<file path="src/source/csr_pkg.sv">
`default_nettype none

package csr_pkg;

    // Architectural widths
    typedef logic [13:0] csr_addr_t;
    typedef logic [31:0] csr_data_t;
    typedef logic [1:0]  plv_t;
    typedef logic [5:0]  ecode_t;
    typedef logic [8:0]  esubcode_t;
    typedef logic [12:0] int_vec_t;
    typedef logic [7:0]  hw_int_t;

    // Software access port
    typedef struct packed {
        logic      en;
        csr_addr_t addr;
        csr_data_t wdata;
    } csr_wr_t;

    // Event from the pipeline, at most one of exception and ertn per cycle
    typedef struct packed {
        logic      exception;
        logic      ertn;
        logic      tlb_refill;
        ecode_t    ecode;
        logic      esubcode_bit;
        csr_data_t era;
        logic      llbit_set;
    } trap_event_t;

    typedef struct packed {
        csr_data_t crmd;
        csr_data_t prmd;
        csr_data_t ecfg;
        csr_data_t estat;
        csr_data_t era;
        csr_data_t eentry;
        csr_data_t llbctl;
    } trap_view_t;

    typedef struct packed {
        csr_data_t tcfg;
        csr_data_t tval;
    } timer_view_t;

    // CSR numbers
    localparam csr_addr_t CSR_CRMD   = 14'h000;
    localparam csr_addr_t CSR_PRMD   = 14'h001;
    localparam csr_addr_t CSR_ECFG   = 14'h004;
    localparam csr_addr_t CSR_ESTAT  = 14'h005;
    localparam csr_addr_t CSR_ERA    = 14'h006;
    localparam csr_addr_t CSR_EENTRY = 14'h00c;
    localparam csr_addr_t CSR_SAVE0  = 14'h030;
    localparam csr_addr_t CSR_TCFG   = 14'h041;
    localparam csr_addr_t CSR_TVAL   = 14'h042;
    localparam csr_addr_t CSR_TICLR  = 14'h044;
    localparam csr_addr_t CSR_LLBCTL = 14'h060;

    localparam ecode_t ECODE_TLBR = 6'h3f;

    // Interrupt vector layout
    localparam int IS_TIMER_BIT = 11;
    localparam int_vec_t ECFG_LIE_MASK = 13'h1bff;

    localparam int MAX_SAVE = 4;

    // Field positions
    localparam int EENTRY_VA_LSB    = 6;
    localparam int TCFG_INITVAL_LSB = 2;

endpackage

`default_nettype wire

</file>
<file path="src/source/csr_trap_regs.sv">
`timescale 1ns/100ps
`default_nettype none

module csr_trap_regs (
    input  wire                  clk,
    input  wire                  aresetn,
    input  csr_pkg::csr_wr_t     wr,
    input  csr_pkg::trap_event_t trap_event,
    input  csr_pkg::hw_int_t     hw_int,
    input  wire                  timer_pending,
    output csr_pkg::trap_view_t  trap_view,
    output logic                 cpu_interrupt,
    output logic                 idle_over
);

    // CRMD
    csr_pkg::plv_t crmd_plv;
    logic          crmd_ie;
    logic          crmd_da;
    logic          crmd_pg;
    logic [1:0]    crmd_datf;
    logic [1:0]    crmd_datm;

    // PRMD
    csr_pkg::plv_t prmd_pplv;
    logic          prmd_pie;

    csr_pkg::int_vec_t  ecfg_lie;
    logic [1:0]         estat_is_soft;
    csr_pkg::ecode_t    estat_ecode;
    csr_pkg::esubcode_t estat_esubcode;
    csr_pkg::csr_data_t era_q;
    logic [31:csr_pkg::EENTRY_VA_LSB] eentry_va;

    // LLBCTL
    logic llb_rollb;
    logic llb_klo;

    csr_pkg::int_vec_t is_vec;

    logic wr_crmd;
    logic wr_prmd;
    logic wr_ecfg;
    logic wr_estat;
    logic wr_era;
    logic wr_eentry;
    logic wr_llbctl;
    logic exc_take;
    logic ertn_take;

    assign wr_crmd   = wr.en && (wr.addr == csr_pkg::CSR_CRMD);
    assign wr_prmd   = wr.en && (wr.addr == csr_pkg::CSR_PRMD);
    assign wr_ecfg   = wr.en && (wr.addr == csr_pkg::CSR_ECFG);
    assign wr_estat  = wr.en && (wr.addr == csr_pkg::CSR_ESTAT);
    assign wr_era    = wr.en && (wr.addr == csr_pkg::CSR_ERA);
    assign wr_eentry = wr.en && (wr.addr == csr_pkg::CSR_EENTRY);
    assign wr_llbctl = wr.en && (wr.addr == csr_pkg::CSR_LLBCTL);

    // ertn wins over a simultaneous exception
    assign ertn_take = trap_event.ertn;
    assign exc_take  = trap_event.exception && !trap_event.ertn;

    always_ff @(posedge clk) begin
        if (!aresetn) begin
            crmd_plv  <= '0;
            crmd_ie   <= 1'b0;
            crmd_da   <= 1'b1;
            crmd_pg   <= 1'b0;
            crmd_datf <= '0;
            crmd_datm <= '0;
        end else if (ertn_take) begin
            crmd_plv <= prmd_pplv;
            crmd_ie  <= prmd_pie;
            // Returning from TLB refill goes back to paged mode
            if (estat_ecode == csr_pkg::ECODE_TLBR) begin
                crmd_da <= 1'b0;
                crmd_pg <= 1'b1;
            end
        end else if (exc_take) begin
            crmd_plv <= '0;
            crmd_ie  <= 1'b0;
            if (trap_event.tlb_refill) begin
                crmd_da <= 1'b1;
                crmd_pg <= 1'b0;
            end
        end else if (wr_crmd) begin
            crmd_plv  <= wr.wdata[1:0];
            crmd_ie   <= wr.wdata[2];
            crmd_datf <= wr.wdata[6:5];
            crmd_datm <= wr.wdata[8:7];
            // Only one of PG and DA may be set
            if (wr.wdata[4] ^ wr.wdata[3]) begin
                crmd_pg <= wr.wdata[4];
                crmd_da <= wr.wdata[3];
            end
        end
    end

    always_ff @(posedge clk) begin
        if (!aresetn) begin
            prmd_pplv <= '0;
            prmd_pie  <= 1'b0;
        end else if (exc_take) begin
            prmd_pplv <= crmd_plv;
            prmd_pie  <= crmd_ie;
        end else if (wr_prmd) begin
            prmd_pplv <= wr.wdata[1:0];
            prmd_pie  <= wr.wdata[2];
        end
    end

    always_ff @(posedge clk) begin
        if (!aresetn) begin
            estat_is_soft  <= '0;
            estat_ecode    <= '0;
            estat_esubcode <= '0;
        end else if (exc_take) begin
            estat_ecode    <= trap_event.ecode;
            estat_esubcode <= (trap_event.ecode == '0) ? '0 :
                              csr_pkg::esubcode_t'(trap_event.esubcode_bit);
        end else if (wr_estat) begin
            estat_is_soft <= wr.wdata[1:0];
        end
    end

    always_ff @(posedge clk) begin
        if (!aresetn) begin
            era_q <= '0;
        end else if (exc_take) begin
            era_q <= trap_event.era;
        end else if (wr_era) begin
            era_q <= wr.wdata;
        end
    end

    always_ff @(posedge clk) begin
        if (!aresetn) begin
            ecfg_lie  <= '0;
            eentry_va <= '0;
        end else begin
            if (wr_ecfg) begin
                ecfg_lie <= wr.wdata[12:0] & csr_pkg::ECFG_LIE_MASK;
            end
            if (wr_eentry) begin
                eentry_va <= wr.wdata[31:csr_pkg::EENTRY_VA_LSB];
            end
        end
    end

    // A new LL sets ROLLB even on an ertn cycle
    always_ff @(posedge clk) begin
        if (!aresetn) begin
            llb_rollb <= 1'b0;
            llb_klo   <= 1'b0;
        end else if (trap_event.llbit_set) begin
            llb_rollb <= 1'b1;
        end else if (ertn_take) begin
            llb_rollb <= llb_klo;
            llb_klo   <= 1'b0;
        end else if (wr_llbctl) begin
            if (wr.wdata[1]) begin
                llb_rollb <= 1'b0;
            end
            llb_klo <= wr.wdata[2];
        end
    end

    // IS vector with hardware lines passed straight through
    always_comb begin
        is_vec                        = '0;
        is_vec[1:0]                   = estat_is_soft;
        is_vec[9:2]                   = hw_int;
        is_vec[csr_pkg::IS_TIMER_BIT] = timer_pending;
    end

    assign cpu_interrupt = crmd_ie && (|(ecfg_lie & is_vec));
    assign idle_over     = |is_vec;

    assign trap_view.crmd   = {23'b0, crmd_datm, crmd_datf, crmd_pg, crmd_da, crmd_ie, crmd_plv};
    assign trap_view.prmd   = {29'b0, prmd_pie, prmd_pplv};
    assign trap_view.ecfg   = {19'b0, ecfg_lie};
    assign trap_view.estat  = {1'b0, estat_esubcode, estat_ecode, 3'b0, is_vec};
    assign trap_view.era    = era_q;
    assign trap_view.eentry = {eentry_va, {csr_pkg::EENTRY_VA_LSB{1'b0}}};
    assign trap_view.llbctl = {29'b0, llb_klo, 1'b0, llb_rollb};

endmodule

`default_nettype wire

</file>
<file path="src/source/csr_timer.sv">
`timescale 1ns/100ps
`default_nettype none

module csr_timer (
    input  wire                  clk,
    input  wire                  aresetn,
    input  csr_pkg::csr_wr_t     wr,
    output csr_pkg::timer_view_t timer_view,
    output logic                 timer_pending
);

    csr_pkg::csr_data_t tcfg;
    csr_pkg::csr_data_t tval;
    csr_pkg::csr_data_t reload_val;
    logic               load;
    logic               expired;
    logic               tcfg_en;
    logic               tcfg_periodic;
    logic               wr_tcfg;
    logic               ticlr_clear;

    assign wr_tcfg     = wr.en && (wr.addr == csr_pkg::CSR_TCFG);
    assign ticlr_clear = wr.en && (wr.addr == csr_pkg::CSR_TICLR) && wr.wdata[0];

    assign tcfg_en       = tcfg[0];
    assign tcfg_periodic = tcfg[1];

    // One extra count so that INITVAL 0 still expires
    assign reload_val = {tcfg[31:csr_pkg::TCFG_INITVAL_LSB], 2'b01};

    always_ff @(posedge clk) begin
        if (!aresetn) begin
            tcfg <= '0;
            load <= 1'b0;
        end else begin
            load <= wr_tcfg;
            if (wr_tcfg) begin
                tcfg <= wr.wdata;
            end
        end
    end

    always_ff @(posedge clk) begin
        if (!aresetn) begin
            tval    <= '0;
            expired <= 1'b0;
        end else if (load) begin
            tval    <= reload_val;
            expired <= 1'b0;
        end else if (tval == '0) begin
            expired <= 1'b0;
            if (tcfg_en && tcfg_periodic) begin
                tval <= reload_val;
            end
        end else if (tcfg_en) begin
            tval    <= tval - 1'b1;
            expired <= (tval == 32'd1);
        end else begin
            expired <= 1'b0;
        end
    end

    // Clear has priority over a coincident expiry
    always_ff @(posedge clk) begin
        if (!aresetn) begin
            timer_pending <= 1'b0;
        end else if (ticlr_clear) begin
            timer_pending <= 1'b0;
        end else if (expired) begin
            timer_pending <= 1'b1;
        end
    end

    assign timer_view.tcfg = tcfg;
    assign timer_view.tval = tval;

endmodule

`default_nettype wire

</file>
<file path="src/source/csr_save_bank.sv">
`timescale 1ns/100ps
`default_nettype none

module csr_save_bank #(
    parameter int SAVE_COUNT = 4
) (
    input  wire                                  clk,
    input  wire                                  aresetn,
    input  csr_pkg::csr_wr_t                     wr,
    output csr_pkg::csr_data_t [SAVE_COUNT-1:0]  save_words
);

    if (SAVE_COUNT < 1 || SAVE_COUNT > csr_pkg::MAX_SAVE) begin : g_bad_count
        $error("SAVE_COUNT out of range");
    end

    csr_pkg::csr_data_t [SAVE_COUNT-1:0] save_q;

    always_ff @(posedge clk) begin
        if (!aresetn) begin
            save_q <= '0;
        end else if (wr.en) begin
            for (int i = 0; i < SAVE_COUNT; i++) begin
                if (wr.addr == csr_pkg::csr_addr_t'(csr_pkg::CSR_SAVE0 + i)) begin
                    save_q[i] <= wr.wdata;
                end
            end
        end
    end

    assign save_words = save_q;

endmodule

`default_nettype wire

</file>
<file path="src/source/csr_read_mux.sv">
`timescale 1ns/100ps
`default_nettype none

module csr_read_mux #(
    parameter int SAVE_COUNT = 4
) (
    input  csr_pkg::csr_addr_t                  raddr,
    input  csr_pkg::trap_view_t                 trap_view,
    input  csr_pkg::timer_view_t                timer_view,
    input  csr_pkg::csr_data_t [SAVE_COUNT-1:0] save_words,
    output csr_pkg::csr_data_t                  rdata
);

    csr_pkg::csr_data_t save_rdata;

    // Unimplemented SAVE numbers fall through as zero
    always_comb begin
        save_rdata = '0;
        for (int i = 0; i < SAVE_COUNT; i++) begin
            if (raddr == csr_pkg::csr_addr_t'(csr_pkg::CSR_SAVE0 + i)) begin
                save_rdata = save_words[i];
            end
        end
    end

    always_comb begin
        case (raddr)
            csr_pkg::CSR_CRMD: begin
                rdata = trap_view.crmd;
            end
            csr_pkg::CSR_PRMD: begin
                rdata = trap_view.prmd;
            end
            csr_pkg::CSR_ECFG: begin
                rdata = trap_view.ecfg;
            end
            csr_pkg::CSR_ESTAT: begin
                rdata = trap_view.estat;
            end
            csr_pkg::CSR_ERA: begin
                rdata = trap_view.era;
            end
            csr_pkg::CSR_EENTRY: begin
                rdata = trap_view.eentry;
            end
            csr_pkg::CSR_LLBCTL: begin
                rdata = trap_view.llbctl;
            end
            csr_pkg::CSR_TCFG: begin
                rdata = timer_view.tcfg;
            end
            csr_pkg::CSR_TVAL: begin
                rdata = timer_view.tval;
            end
            // TICLR and unknown numbers read as zero here
            default: begin
                rdata = save_rdata;
            end
        endcase
    end

endmodule

`default_nettype wire

</file>
<file path="src/source/csr_top.sv">
`timescale 1ns/100ps
`default_nettype none

module csr_top #(
    parameter int SAVE_COUNT = 4
) (
    input  wire                  clk,
    input  wire                  aresetn,
    input  csr_pkg::csr_wr_t     wr,
    input  csr_pkg::csr_addr_t   raddr,
    input  csr_pkg::trap_event_t trap_event,
    input  csr_pkg::hw_int_t     hw_int,
    output csr_pkg::csr_data_t   rdata,
    output csr_pkg::csr_data_t   crmd,
    output csr_pkg::csr_data_t   era,
    output csr_pkg::csr_data_t   eentry,
    output logic                 cpu_interrupt,
    output logic                 idle_over,
    output logic                 llbit
);

    csr_pkg::trap_view_t                 trap_view;
    csr_pkg::timer_view_t                timer_view;
    csr_pkg::csr_data_t [SAVE_COUNT-1:0] save_words;
    logic                                timer_pending;

    csr_trap_regs trap_regs_i (
        .clk           (clk),
        .aresetn       (aresetn),
        .wr            (wr),
        .trap_event    (trap_event),
        .hw_int        (hw_int),
        .timer_pending (timer_pending),
        .trap_view     (trap_view),
        .cpu_interrupt (cpu_interrupt),
        .idle_over     (idle_over)
    );

    csr_timer timer_i (
        .clk           (clk),
        .aresetn       (aresetn),
        .wr            (wr),
        .timer_view    (timer_view),
        .timer_pending (timer_pending)
    );

    csr_save_bank #(
        .SAVE_COUNT (SAVE_COUNT)
    ) save_bank_i (
        .clk        (clk),
        .aresetn    (aresetn),
        .wr         (wr),
        .save_words (save_words)
    );

    csr_read_mux #(
        .SAVE_COUNT (SAVE_COUNT)
    ) read_mux_i (
        .raddr      (raddr),
        .trap_view  (trap_view),
        .timer_view (timer_view),
        .save_words (save_words),
        .rdata      (rdata)
    );

    assign crmd   = trap_view.crmd;
    assign era    = trap_view.era;
    assign eentry = trap_view.eentry;
    // ROLLB doubles as the LL bit
    assign llbit  = trap_view.llbctl[0];

endmodule

`default_nettype wire

</file>
<file path="config.mk">
export PLATFORM = sky130hd
export DESIGN_NAME = csr_top
export DESIGN_NICKNAME = d
export VERILOG_FILES = /design/src/source/csr_pkg.sv /design/src/source/csr_trap_regs.sv /design/src/source/csr_timer.sv /design/src/source/csr_save_bank.sv /design/src/source/csr_read_mux.sv /design/src/source/csr_top.sv
export SDC_FILE = /design/constraint.sdc
export NUM_CORES = 1
export LEC_CHECK = 0
export CORE_MARGIN = 1.5
export CORE_UTILIZATION = 25
export DETAILED_ROUTE_END_ITERATION = 10
export DONT_BUFFER_PORTS = 1
export PLACE_DENSITY_LB_ADDON = 0.25
export SLEW_MARGIN = 10
export SYNTH_ARGS = -nofsm -noshare
export SYNTH_HDL_FRONTEND = slang
export SYNTH_SLANG_ARGS = --single-unit
</file>
<file path="constraint.sdc">
create_clock -name clk -period 7.6 [get_ports clk]
set_input_delay 0.76 -clock clk [delete_from_list [all_inputs] [get_ports clk]]
set_output_delay 0.76 -clock clk [all_outputs]
set_load 0.01 [all_outputs]
</file>
==> results of run 1 <==
-- layer usage --
layer,share of wire,vias up,wire [um]
met3,0.082,90,4530
met4,0.028,6,1530
met5,0.00083,-,46
met1,0.43,6122,24000
li1,-,5674,-
met2,0.45,398,25100
-- layout by cell type (no fill, tap or decap), drive strengths merged, types with 16 or more instances in the layout --
cell | Yosys | routed
a22oi | 46 | 46
o21ai | 28 | 28
nor3 | 30 | 30
dfxtp | 288 | 288
a21oi | 172 | 172
mux4 | 32 | 32
buf | 127 | 25
o22ai | 16 | 16
a211oi | 38 | 38
nor2 | 155 | 155
a222oi | 30 | 30
conb | 1 | 29
nand3 | 21 | 21
nor4 | 20 | 20
clkbuf | 109 | 53
mux2i | 133 | 133
nand2 | 329 | 329
-- flip-flops by register name, indices dropped and copies added (netlist names), 2 cells and up --
register,cells
trap_regs_i.ecfg_lie,12
trap_regs_i.estat_ecode,6
save_bank_i.save_words,128
trap_regs_i.eentry_va,26
timer_i.tval,32
trap_regs_i.era_q,32
trap_regs_i.crmd_datf,2
trap_regs_i.prmd_pplv,2
trap_regs_i.crmd_plv,2
trap_regs_i.estat_is_soft,2
trap_regs_i.crmd_datm,2
timer_i.tcfg,32
-- logic make-up (layout without fill, tap and decap cells) --
| family | after synthesis | count (layout) | share of synthesized area |
|---|---|---|---|
| muxes | 166 | 166 | 0.143 |
| DFF | 288 | 288 | 0.400 |
| AOI/OAI and AO/OA | 372 | 372 | 0.167 |
| and+or+nand+nor | 630 | 630 | 0.193 |
| other | 1 | 29 | 0.000260 |
| xor gates and xnor gates | 1 | 1 | 0.000608 |
| buffers and inverters | 243 | 96 | 0.0923 |
| adders and majority gates | 3 | 3 | 0.00261 |
-- final cells by class --
class	count	share of cell area
flip-flops and latches	288	0.371
well taps	756	0.0608
repair buffers	25	0.0121
clock buffers	53	0.0660
inverters	7	0.00217
multi-input cells	1201	0.482
clock inverters	11	0.00644
-- Yosys cell counts, types with 4 or more instances --
master    number
a211oi_1      38
a21oi_1      172
a222oi_1      30
a22oi_1       46
and2_1         4
and3_1         5
and4_1         5
buf_1          5
buf_2         18
buf_4        103
clkbuf_1     109
dfxtp_1      288
inv_1          6
mux2i_1      133
mux4_2        32
nand2_1      328
nand2b_1       5
nand3_1       21
nand3b_1       4
nand4_1       10
nor2_1       155
nor2b_1        5
nor3_1        28
nor3b_1        4
nor4_1        17
o211ai_1       6
o21ai_0       20
o21ai_1        6
o22ai_1       15
or2_2          5
or3_1          9
or4_1          7
-- report_power, final --
| part | internal [mW] | switching [mW] | leakage (nW) |
|---|---|---|---|
| registers | 1.53 | 0.0302 | 2.33 |
| logic | 0.0324 | 0.0605 | 2.15 |
| clock network | 0.975 | 0.696 | 0.547 |
-- worst min-delay path by stage --
stage	startpoint	end	slack, ns	cells past startpoint
finish	aresetn	trap_regs_i.crmd_da$_SDFFE_PN1P_	0.32	1
global route	aresetn	trap_regs_i.crmd_da$_SDFFE_PN1P_	0.30	1
CTS	aresetn	trap_regs_i.crmd_da$_SDFFE_PN1P_	0.30	1
detailed placement	save_bank_i.save_words[45]$_SDFFE_PN0P_	save_bank_i.save_words[45]$_SDFFE_PN0P_	0.45	2
global placement	save_bank_i.save_words[33]$_SDFFE_PN0P_	save_bank_i.save_words[33]$_SDFFE_PN0P_	0.44	2
floorplan	trap_regs_i.estat_esubcode[0]$_SDFFE_PN0P_	trap_regs_i.estat_esubcode[0]$_SDFFE_PN0P_	0.43	2
-- stage by stage --
stage                     area [um2]  power [mW]   util
final                          15600        3.32  0.275
after global routing           15600        3.42  0.275
after CTS                      15500        3.36  0.275
after detailed placement       14400        1.68  0.255
after global placement         14400        1.68  0.255
after floorplan                14500        1.70      -
-- critical path, delay by kind of cell --
kind	cells	cell delay [ns]
buf+inv	1	0.23
compound gates	1	0.28
simple gates	5	2.06
==> run_results.csv, run 1 <==
group,metric,value,unit
status,outcome,"completed",
min_path,hold_path.class,"in -> reg",
global_route,met3_usage,0.0573,
route,wl,55100,um
synth,synth_top_area_frac,0.400,
floorplanning,die_h,243,um
clock_tree,cts_resized,0,
global_route,grt_pass1_vias,11638,
critical_path,path_cells,"nor4_1, nand3_1, nor3b_2, buf_4, and2_1, a22oi_1, nand2_1",
critical_path,cpMaxStageDelayCell,"and2_1",
critical_path,crit_type,"in -> out",
route,drt_iter0_drc,1192,
critical_path,r2r_end,"timer_i.tval[11]$_SDFFE_PN0P_",
cells_and_area,drive_above_1_share,0.0902,
critical_path,endpoint,"rdata[10]",
power,ir_drop,0.123,mV
critical_path,cp_max_fo,20,
sta,hold_violations,0,
global_route,grt_overflow,0,
clock_tree,cts_buffer_depth,3,
global_route,grtUsageMet1,0.235,
job,max_cap_violations,0,
sta,tns,0,ns
cells_and_area,seqCellArea,5770,um2
route,vias_per_cell,5.25,
sta,finalCriticalPeriod,4.10,ns
synth,synth_ff_type,"dfxtp_1",
cells_and_area,final_nets,1676,
clock_tree,clk_pin_slew_worst_paths,0.06,ns
clock_tree,post-cts-setup-buffers,0,
clock_tree,cts_sinks,288,
sta,worst_pin_slew,1.06,ns
floorplanning,pin_count,245,
synth,synth_edf_count,0,
synth,ys_async_sr_fraction,0,
global_route,antenna_found_initial,3,
placed_design,dpl.hpwl,38200,um
power,power_density,214,nW/um2
synth,syn_area,14400,um2
clock_tree,root_buffer,"clkbuf_16",
critical_path,startpoint_type,"primary input",
sta,finalCritPeriodShare,0.539,
critical_path,startpoint,"raddr[11]",
critical_path,cp.arrival,3.34,ns
cells_and_area,area_growth,8.01,%
synth,synth_warnings,0,
placed_design,placed_cells,2277,
critical_path,worst_path_largest_cell_delay,0.85,ns
power,leakage,5.03,nW
critical_path,crit_path_end_kind,"output pin",
cells_and_area,finalNonFillerCells,2341,
global_route,grt_pass1_wl,80800,um
clock_tree,worstSkewPairLatency,0.56,ns
clock_tree,cts_tree,"built",
route,avgRoutedWirePerCell,23.5,um
sta,max-slew-margin-rel,0.293,
route,ant_nets,0,
critical_path,reg2reg_from,"timer_i.tval[13]$_SDFFE_PN0P_",
route,vias,12290,
placed_design,dp_slack,3.54,ns
sta,clock_skew,0.0289,ns
floorplanning,initial_utilization,0.254,
critical_path,rr_worst_depth,7,
cells_and_area,multi_input_area,7490,um2
floorplanning,die-area,59000,um2
cells_and_area,fillCellCount,6072,
critical_path,cp.required,6.84,ns
placed_design,io_buffers,0,
clock_tree,cts_buffers,36,
synth,synthTopCellsByArea,"dfxtp_1, mux2i_1, nand2_1",
critical_path,r2r_slack,4.19,ns
synth,syn_area_per_cell,8.45,um2
sta,finalMaxSlewViolations,0,
synth,ys_seq_area_frac,0.400,
floorplanning,num_rows,87,
clock_tree,htreeDepth,2,
clock_tree,ctsHoldBuffers,0,
synth,synthesis.instances,1704,
route,drcViolationCount,0,
global_route,top_usage_layer,"met2",
sta,hold_slack,0.320,ns
sta,clock.fmax,0.244,GHz
global_route,grtUsageTotal,0.181,
sta,setup_viol,0,
placed_design,gp_congestion,0.901,
sta,fin_ws,3.50,ns
route,firstDrtPassIters,7,
sta,rsz0062_at_grt,"no",
global_route,use_met2,0.284,
cells_and_area,diodes,0,
floorplanning,die_w,243,um
synth,synth_area_leader_cell,"dfxtp_1",
floorplanning,core_area,56600,um2
synth,synth.distinct_cells,74,
global_route,grt_max_degree,124,
synth,synth_seq_cells,288,
(Power assumes the default switching activity.)
==> inputs of run 2 (changes only) <==
- clock period: 7.6 -> 3.92 ns (I/O delays scaled with it)
==> run 2 against run 1 <==
Non-clock buffer count up 49. Flip-flop and latch count unchanged. Worst hold slack worse by 0.31 ns. Sequential share of layout area down 1.2 points. Via count up 2.5%. Critical path type is now reg -> reg. Largest cell class unchanged.
==> run_results.csv, run 2 (synthesized netlist as in run 1, its figures left out) <==
group,metric,value,unit
status,outcome,"completed",
sta,tns,0,ns
min_path,hold_path_depth,2,
placed_design,io_buffers,0,
global_route,grtUsageTotal,0.187,
critical_path,crit_path_end_kind,"register",
clock_tree,ctsHoldBuffers,40,
sta,fin_ws,1.03,ns
global_route,grt_pass1_vias,11876,
cells_and_area,area_growth,11.5,%
route,drcViolationCount,0,
clock_tree,post-cts-setup-buffers,0,
critical_path,r2r_end,"timer_i.tval[16]$_SDFFE_PN0P_",
route,avgRoutedWirePerCell,23.9,um
critical_path,r2r_slack,1.03,ns
sta,hold_slack,0.0119,ns
placed_design,placed_cells,2286,
critical_path,cp_max_fo,17,
floorplanning,die_w,243,um
critical_path,cp.required,4.39,ns
sta,finalMaxSlewViolations,0,
clock_tree,htreeDepth,2,
power,ir_drop,0.227,mV
sta,max-slew-margin-rel,0.347,
cells_and_area,final_nets,1724,
cells_and_area,drive_above_1_share,0.0928,
clock_tree,clk_pin_slew_worst_paths,0.06,ns
sta,worst_pin_slew,0.979,ns
power,internal-power,5.04,mW
power,p_switching,1.51,mW
cells_and_area,final_common_cell,"nand2_1",
job,max_cap_violations,0,
sta,setup_viol,0,
sta,finalCritPeriodShare,0.738,
clock_tree,worstSkewPairLatency,0.52,ns
floorplanning,pin_count,245,
route,drt_iter0_drc,1134,
floorplanning,die_h,243,um
global_route,grt_pass1_wl,83800,um
route,ant_nets,0,
route,vias,12602,
floorplanning,die-area,59000,um2
placed_design,placedInstanceArea,14500,um2
cells_and_area,final_cell_mix,"nand2_1, dfxtp_1, a21oi_1",
sta,finalCriticalPeriod,2.89,ns
cells_and_area,final_core_util,0.284,
cells_and_area,design_area,16100,um2
clock_tree,cts_buffer_depth,3,
power,clkPwrFrac,0.503,
clock_tree,cts_tree,"built",
cells_and_area,largest_reg_flops,128,
min_path,hp-start,"wr[23]",
clock_tree,cts_sinks,288,
floorplanning,num_rows,87,
sta,hold_violations,0,
critical_path,startpoint_type,"register",
floorplanning,core_area,56600,um2
clock_tree,root_buffer,"clkbuf_16",
global_route,grt_max_degree,121,
placed_design,gp_congestion,0.901,
power,total_power,6.55,mW
clock_tree,cts_buffers,35,
floorplanning,initial_utilization,0.254,
power,comb_power_share,0.037,
critical_path,cp.arrival,3.36,ns
critical_path,reg2reg_from,"timer_i.tval[19]$_SDFFE_PN0P_",
clock_tree,cts_resized,0,
route,firstDrtPassIters,7,
power,p_sw_frac,0.230,
min_path,hold_path.class,"in -> reg",
route,vias_per_cell,5.28,
placed_design,dpl.hpwl,38000,um
sta,clock_skew,0.0104,ns
placed_design,dp_slack,1.03,ns
global_route,antenna_found_initial,3,
power,leakage,5.26,nW
route,wl,57100,um
min_path,holdPathEnd,"timer_i.tcfg[23]$_SDFFE_PN0P_",
critical_path,rr_worst_depth,7,
power,power_density,408,nW/um2
global_route,grt_overflow,0,
critical_path,crit_type,"reg -> reg",
power,power_frac_seq,0.461,
sta,rsz0062_at_grt,"no",
sta,clock.fmax,0.346,GHz
cells_and_area,finalNonFillerCells,2387,
run 2: cell types whose count changed in the layout (fill, tap and decap cells not counted), moves of 2 or more:
cell	change
dlygate4sd3_1	+40
clkbuf_8	+4
buf_4	+8
nand2b_2	-2
clkbuf_1	-6
inv_6	-3
diode_2	+3
nand2b_1	+2
run 2: layout make-up:
type / count / area, um2
Clock inverter: 7 / 91.3
Clock buffer: 51 / 1060
Tap cell: 756 / 946
Multi-Input combinational cell: 1201 / 7490
Sequential cell: 288 / 5770
Inverter: 7 / 33.8
Antenna cell: 3 / 7.51
Fill cell: 6051 / 40500
Timing Repair Buffer: 74 / 668
run 2: power by group through the flow:
stage | combinational, mW | sequential (mW) | clock (mW)
2_1_floorplan | 0.251 | 3.04 | 0
3_5_place_dp | 0.180 | 3.08 | 0
3_3_place_gp | 0.176 | 3.08 | 0
4_1_cts | 0.238 | 3.02 | 3.35
6_report | 0.240 | 3.02 | 3.30
5_1_grt | 0.258 | 3.02 | 3.48
run 2: worst max-delay path, stage by stage (launching register included):
cell	delay (ns)
dfxtp_1	0.39
nor3_1	0.49
and4_1	0.47
a41o_1	0.70
buf_4	0.29
and2_1	0.18
o21ai_0	0.10
o2bb2a_1	0.22
run 2: worst max path at each step:
stage                                  start                                      end  slack, ns  depth (start not counted)
3_3_place_gp                          wr[42]  save_bank_i.save_words[88]$_SDFFE_PN0P_       1.14                          7
2_1_floorplan                      raddr[11]                                 rdata[6]       1.41                          6
4_1_cts                            raddr[11]                                rdata[10]       1.10                          7
3_5_place_dp                          wr[42]  save_bank_i.save_words[89]$_SDFFE_PN0P_       1.03                          7
5_1_grt         timer_i.tval[9]$_SDFFE_PN0P_             timer_i.tval[5]$_SDFFE_PN0P_       0.89                          6
6_report       timer_i.tval[19]$_SDFFE_PN0P_            timer_i.tval[16]$_SDFFE_PN0P_       1.03                          7
run 2: routing by layer:
layer,track usage,vias to the layer above,part of all wire
li1,-,5775,-
met1,0.254,6245,0.45
met2,0.291,494,0.45
met3,0.0483,84,0.081
met4,0.0524,4,0.025
met5,0,-,0.00039
==> inputs of run 3 (changes only) <==
- ABC_AREA: unset -> 1
- clock period: 3.92 -> 2.9 ns (I/O delays scaled with it)
==> run 3 against run 2 <==
Final cell count up 33%. Clock skew grew 0.0018 ns. Setup slack got worse by 0.55 ns. Wire length grew 18%. First-iteration DRC count rose by 40%. Area after synthesis increased by 9.2%. Critical path depth rose by 3. Die area grew 9.1%. Via count up 26%. Global-route usage grew 1.8 points.
==> run_results.csv, run 3 <==
group,metric,value,unit
clock_tree,htreeDepth,2,
route,drt_iter0_drc,1588,
critical_path,startpoint_type,"primary input",
critical_path,crit_type,"in -> out",
sta,hold_slack,0.0219,ns
sta,max-slew-margin-rel,0.494,
power,power_density,508,nW/um2
power,ir_drop,0.371,mV
critical_path,crit_path_end_kind,"output pin",
synth,synth_ff_type,"dfxtp_1",
sta,worst_pin_slew,0.758,ns
placed_design,io_buffers,0,
synth,synth_edf_count,0,
synth,yosysMostFrequentCell,"nand2_1",
critical_path,path_common_cell,"nand2_1",
floorplanning,die-area,64400,um2
cells_and_area,drive_above_1_share,0.0663,
critical_path,r2r_end,"timer_i.tval[16]$_SDFFE_PN0P_",
route,wl,67300,um
clock_tree,root_buffer,"clkbuf_16",
clock_tree,cts_buffers,34,
floorplanning,die_h,254,um
cells_and_area,area_growth,13.6,%
global_route,antenna_found_initial,9,
placed_design,dpl.hpwl,47000,um
synth,synth_top_area_frac,0.367,
clock_tree,cts_resized,0,
min_path,hold_path.class,"in -> reg",
critical_path,rr_worst_depth,10,
synth,synthTopCellsByCount,"nand2_1, nor2_1, dfxtp_1",
cells_and_area,seqCellArea,5770,um2
min_path,holdPathEnd,"trap_regs_i.llb_rollb$_SDFFE_PN0P_",
sta,finalCriticalPeriod,2.43,ns
global_route,grt_pass1_wl,98000,um
sta,tns,0,ns
critical_path,cpMaxStageDelayCell,"nor2_4",
clock_tree,ctsHoldBuffers,68,
route,vias,15834,
sta,setup_viol,0,
power,total_power,9.07,mW
synth,syn_area,15700,um2
sta,hold_violations,0,
floorplanning,die_w,254,um
global_route,met3_usage,0.0506,
cells_and_area,largest_reg_flops,128,
floorplanning,core_area,61900,um2
min_path,hold_path_depth,3,
route,avgRoutedWirePerCell,21.3,um
clock_tree,cts_tree,"built",
synth,syn_area_per_cell,6.63,um2
critical_path,path_cells,"inv_1, nand4_1, inv_1, nand2_1, nor2_4, buf_12, nand2_1, o211ai_1, nor2_1, nand2_1",
sta,clock.fmax,0.412,GHz
critical_path,reg2reg_from,"timer_i.tval[0]$_SDFFE_PN0P_",
route,vias_per_cell,5.00,
critical_path,cp.required,2.61,ns
global_route,grtUsageMet1,0.275,
route,ant_nets,0,
cells_and_area,final_cell_mix,"nand2_1, nor2_1, dfxtp_1",
job,max_cap_violations,0,
min_path,hp-start,"trap_event[41]",
synth,synth_area_leader_cell,"dfxtp_1",
floorplanning,initial_utilization,0.254,
placed_design,placed_cells,3036,
global_route,grt_overflow,0,
cells_and_area,final_nets,2420,
floorplanning,num_rows,91,
synth,synthTopCellsByArea,"dfxtp_1, nand2_1, o21ai_0",
clock_tree,worstSkewPairLatency,0.53,ns
synth,ys_async_sr_fraction,0,
route,drcViolationCount,0,
status,outcome,"completed",
synth,synth_seq_cells,288,
global_route,grtUsageTotal,0.205,
floorplanning,pin_count,245,
clock_tree,cts_buffer_depth,3,
sta,rsz0062_at_grt,"no",
global_route,grt_max_degree,160,
sta,finalCritPeriodShare,0.837,
cells_and_area,fillCellCount,6844,
placed_design,gp_congestion,0.974,
clock_tree,cts_sinks,288,
critical_path,cp.arrival,2.14,ns
sta,fin_ws,0.474,ns
critical_path,r2r_slack,0.73,ns
synth,ys_seq_area_frac,0.367,
global_route,use_met2,0.317,
sta,finalMaxSlewViolations,0,
cells_and_area,design_area,17800,um2
power,leakage,7.39,nW
critical_path,worst_path_largest_cell_delay,0.35,ns
critical_path,cp_max_fo,22,
cells_and_area,finalNonFillerCells,3164,
route,firstDrtPassIters,6,
synth,synth.distinct_cells,41,
clock_tree,clk_pin_slew_worst_paths,0.06,ns
cells_and_area,multi_input_area,7770,um2
synth,synthesis.instances,2370,
global_route,grt_pass1_vias,14415,
sta,clock_skew,0.0122,ns
cells_and_area,final_core_util,0.288,
synth,synth_warnings,0,
cells_and_area,final_common_cell,"nand2_1",
global_route,top_usage_layer,"met2",
placed_design,dp_slack,0.523,ns
clock_tree,post-cts-setup-buffers,0,
placed_design,placedInstanceArea,16000,um2
==> run 3: kinds of logic after synthesis <==
logic type	count (synthesis)	share of synthesized area
simple gates	1009	0.280
compound gates	547	0.194
fa+ha+maj	3	0.00239
buf+inv	505	0.148
other cells	1	0.000239
xor+xnor	17	0.00947
flops	288	0.367
==> run 3: worst max-delay path by stage <==
| stage | startpoint | to | slack, ns | cells after the start |
|---|---|---|---|---|
| after floorplan | raddr[7] | rdata[27] | 1.00 | 8 |
| after global placement | raddr[7] | rdata[20] | 0.57 | 10 |
| after detailed placement | raddr[7] | rdata[16] | 0.52 | 10 |
| after CTS | raddr[7] | rdata[16] | 0.52 | 10 |
| after global routing | raddr[7] | rdata[31] | 0.26 | 10 |
| final | raddr[7] | rdata[16] | 0.47 | 10 |
==> run 3: cell type report <==
cell class | instances | area share
Antenna cell | 3 | 0.000421
Clock buffer | 50 | 0.0585
Clock inverter | 7 | 0.00526
Inverter | 268 | 0.0564
Multi-Input combinational cell | 1605 | 0.436
Sequential cell | 288 | 0.323
Tap cell | 837 | 0.0587
Timing Repair Buffer | 106 | 0.0621
==> run 3: worst max-delay path: cells and delay by family <==
kind | cells | cell delay [ns]
buf+inv | 3 | 0.54
simple gates | 6 | 1.18
compound gates | 1 | 0.10
==> run 3: routing by layer <==
layer | vias to the layer above | share of wire
li1 | 7567 | -
met1 | 7447 | 0.43
met2 | 670 | 0.44
met3 | 140 | 0.094
met4 | 10 | 0.034
met5 | - | 0.00085
==> run 3: where the power goes <==
group | switching [mW] | internal [mW] | total (mW)
Clock | 1.80 | 2.67 | 4.47
Sequential | 0.0874 | 4.00 | 4.09
Combinational | 0.373 | 0.148 | 0.521
Total | 2.26 | 6.82 | 9.07
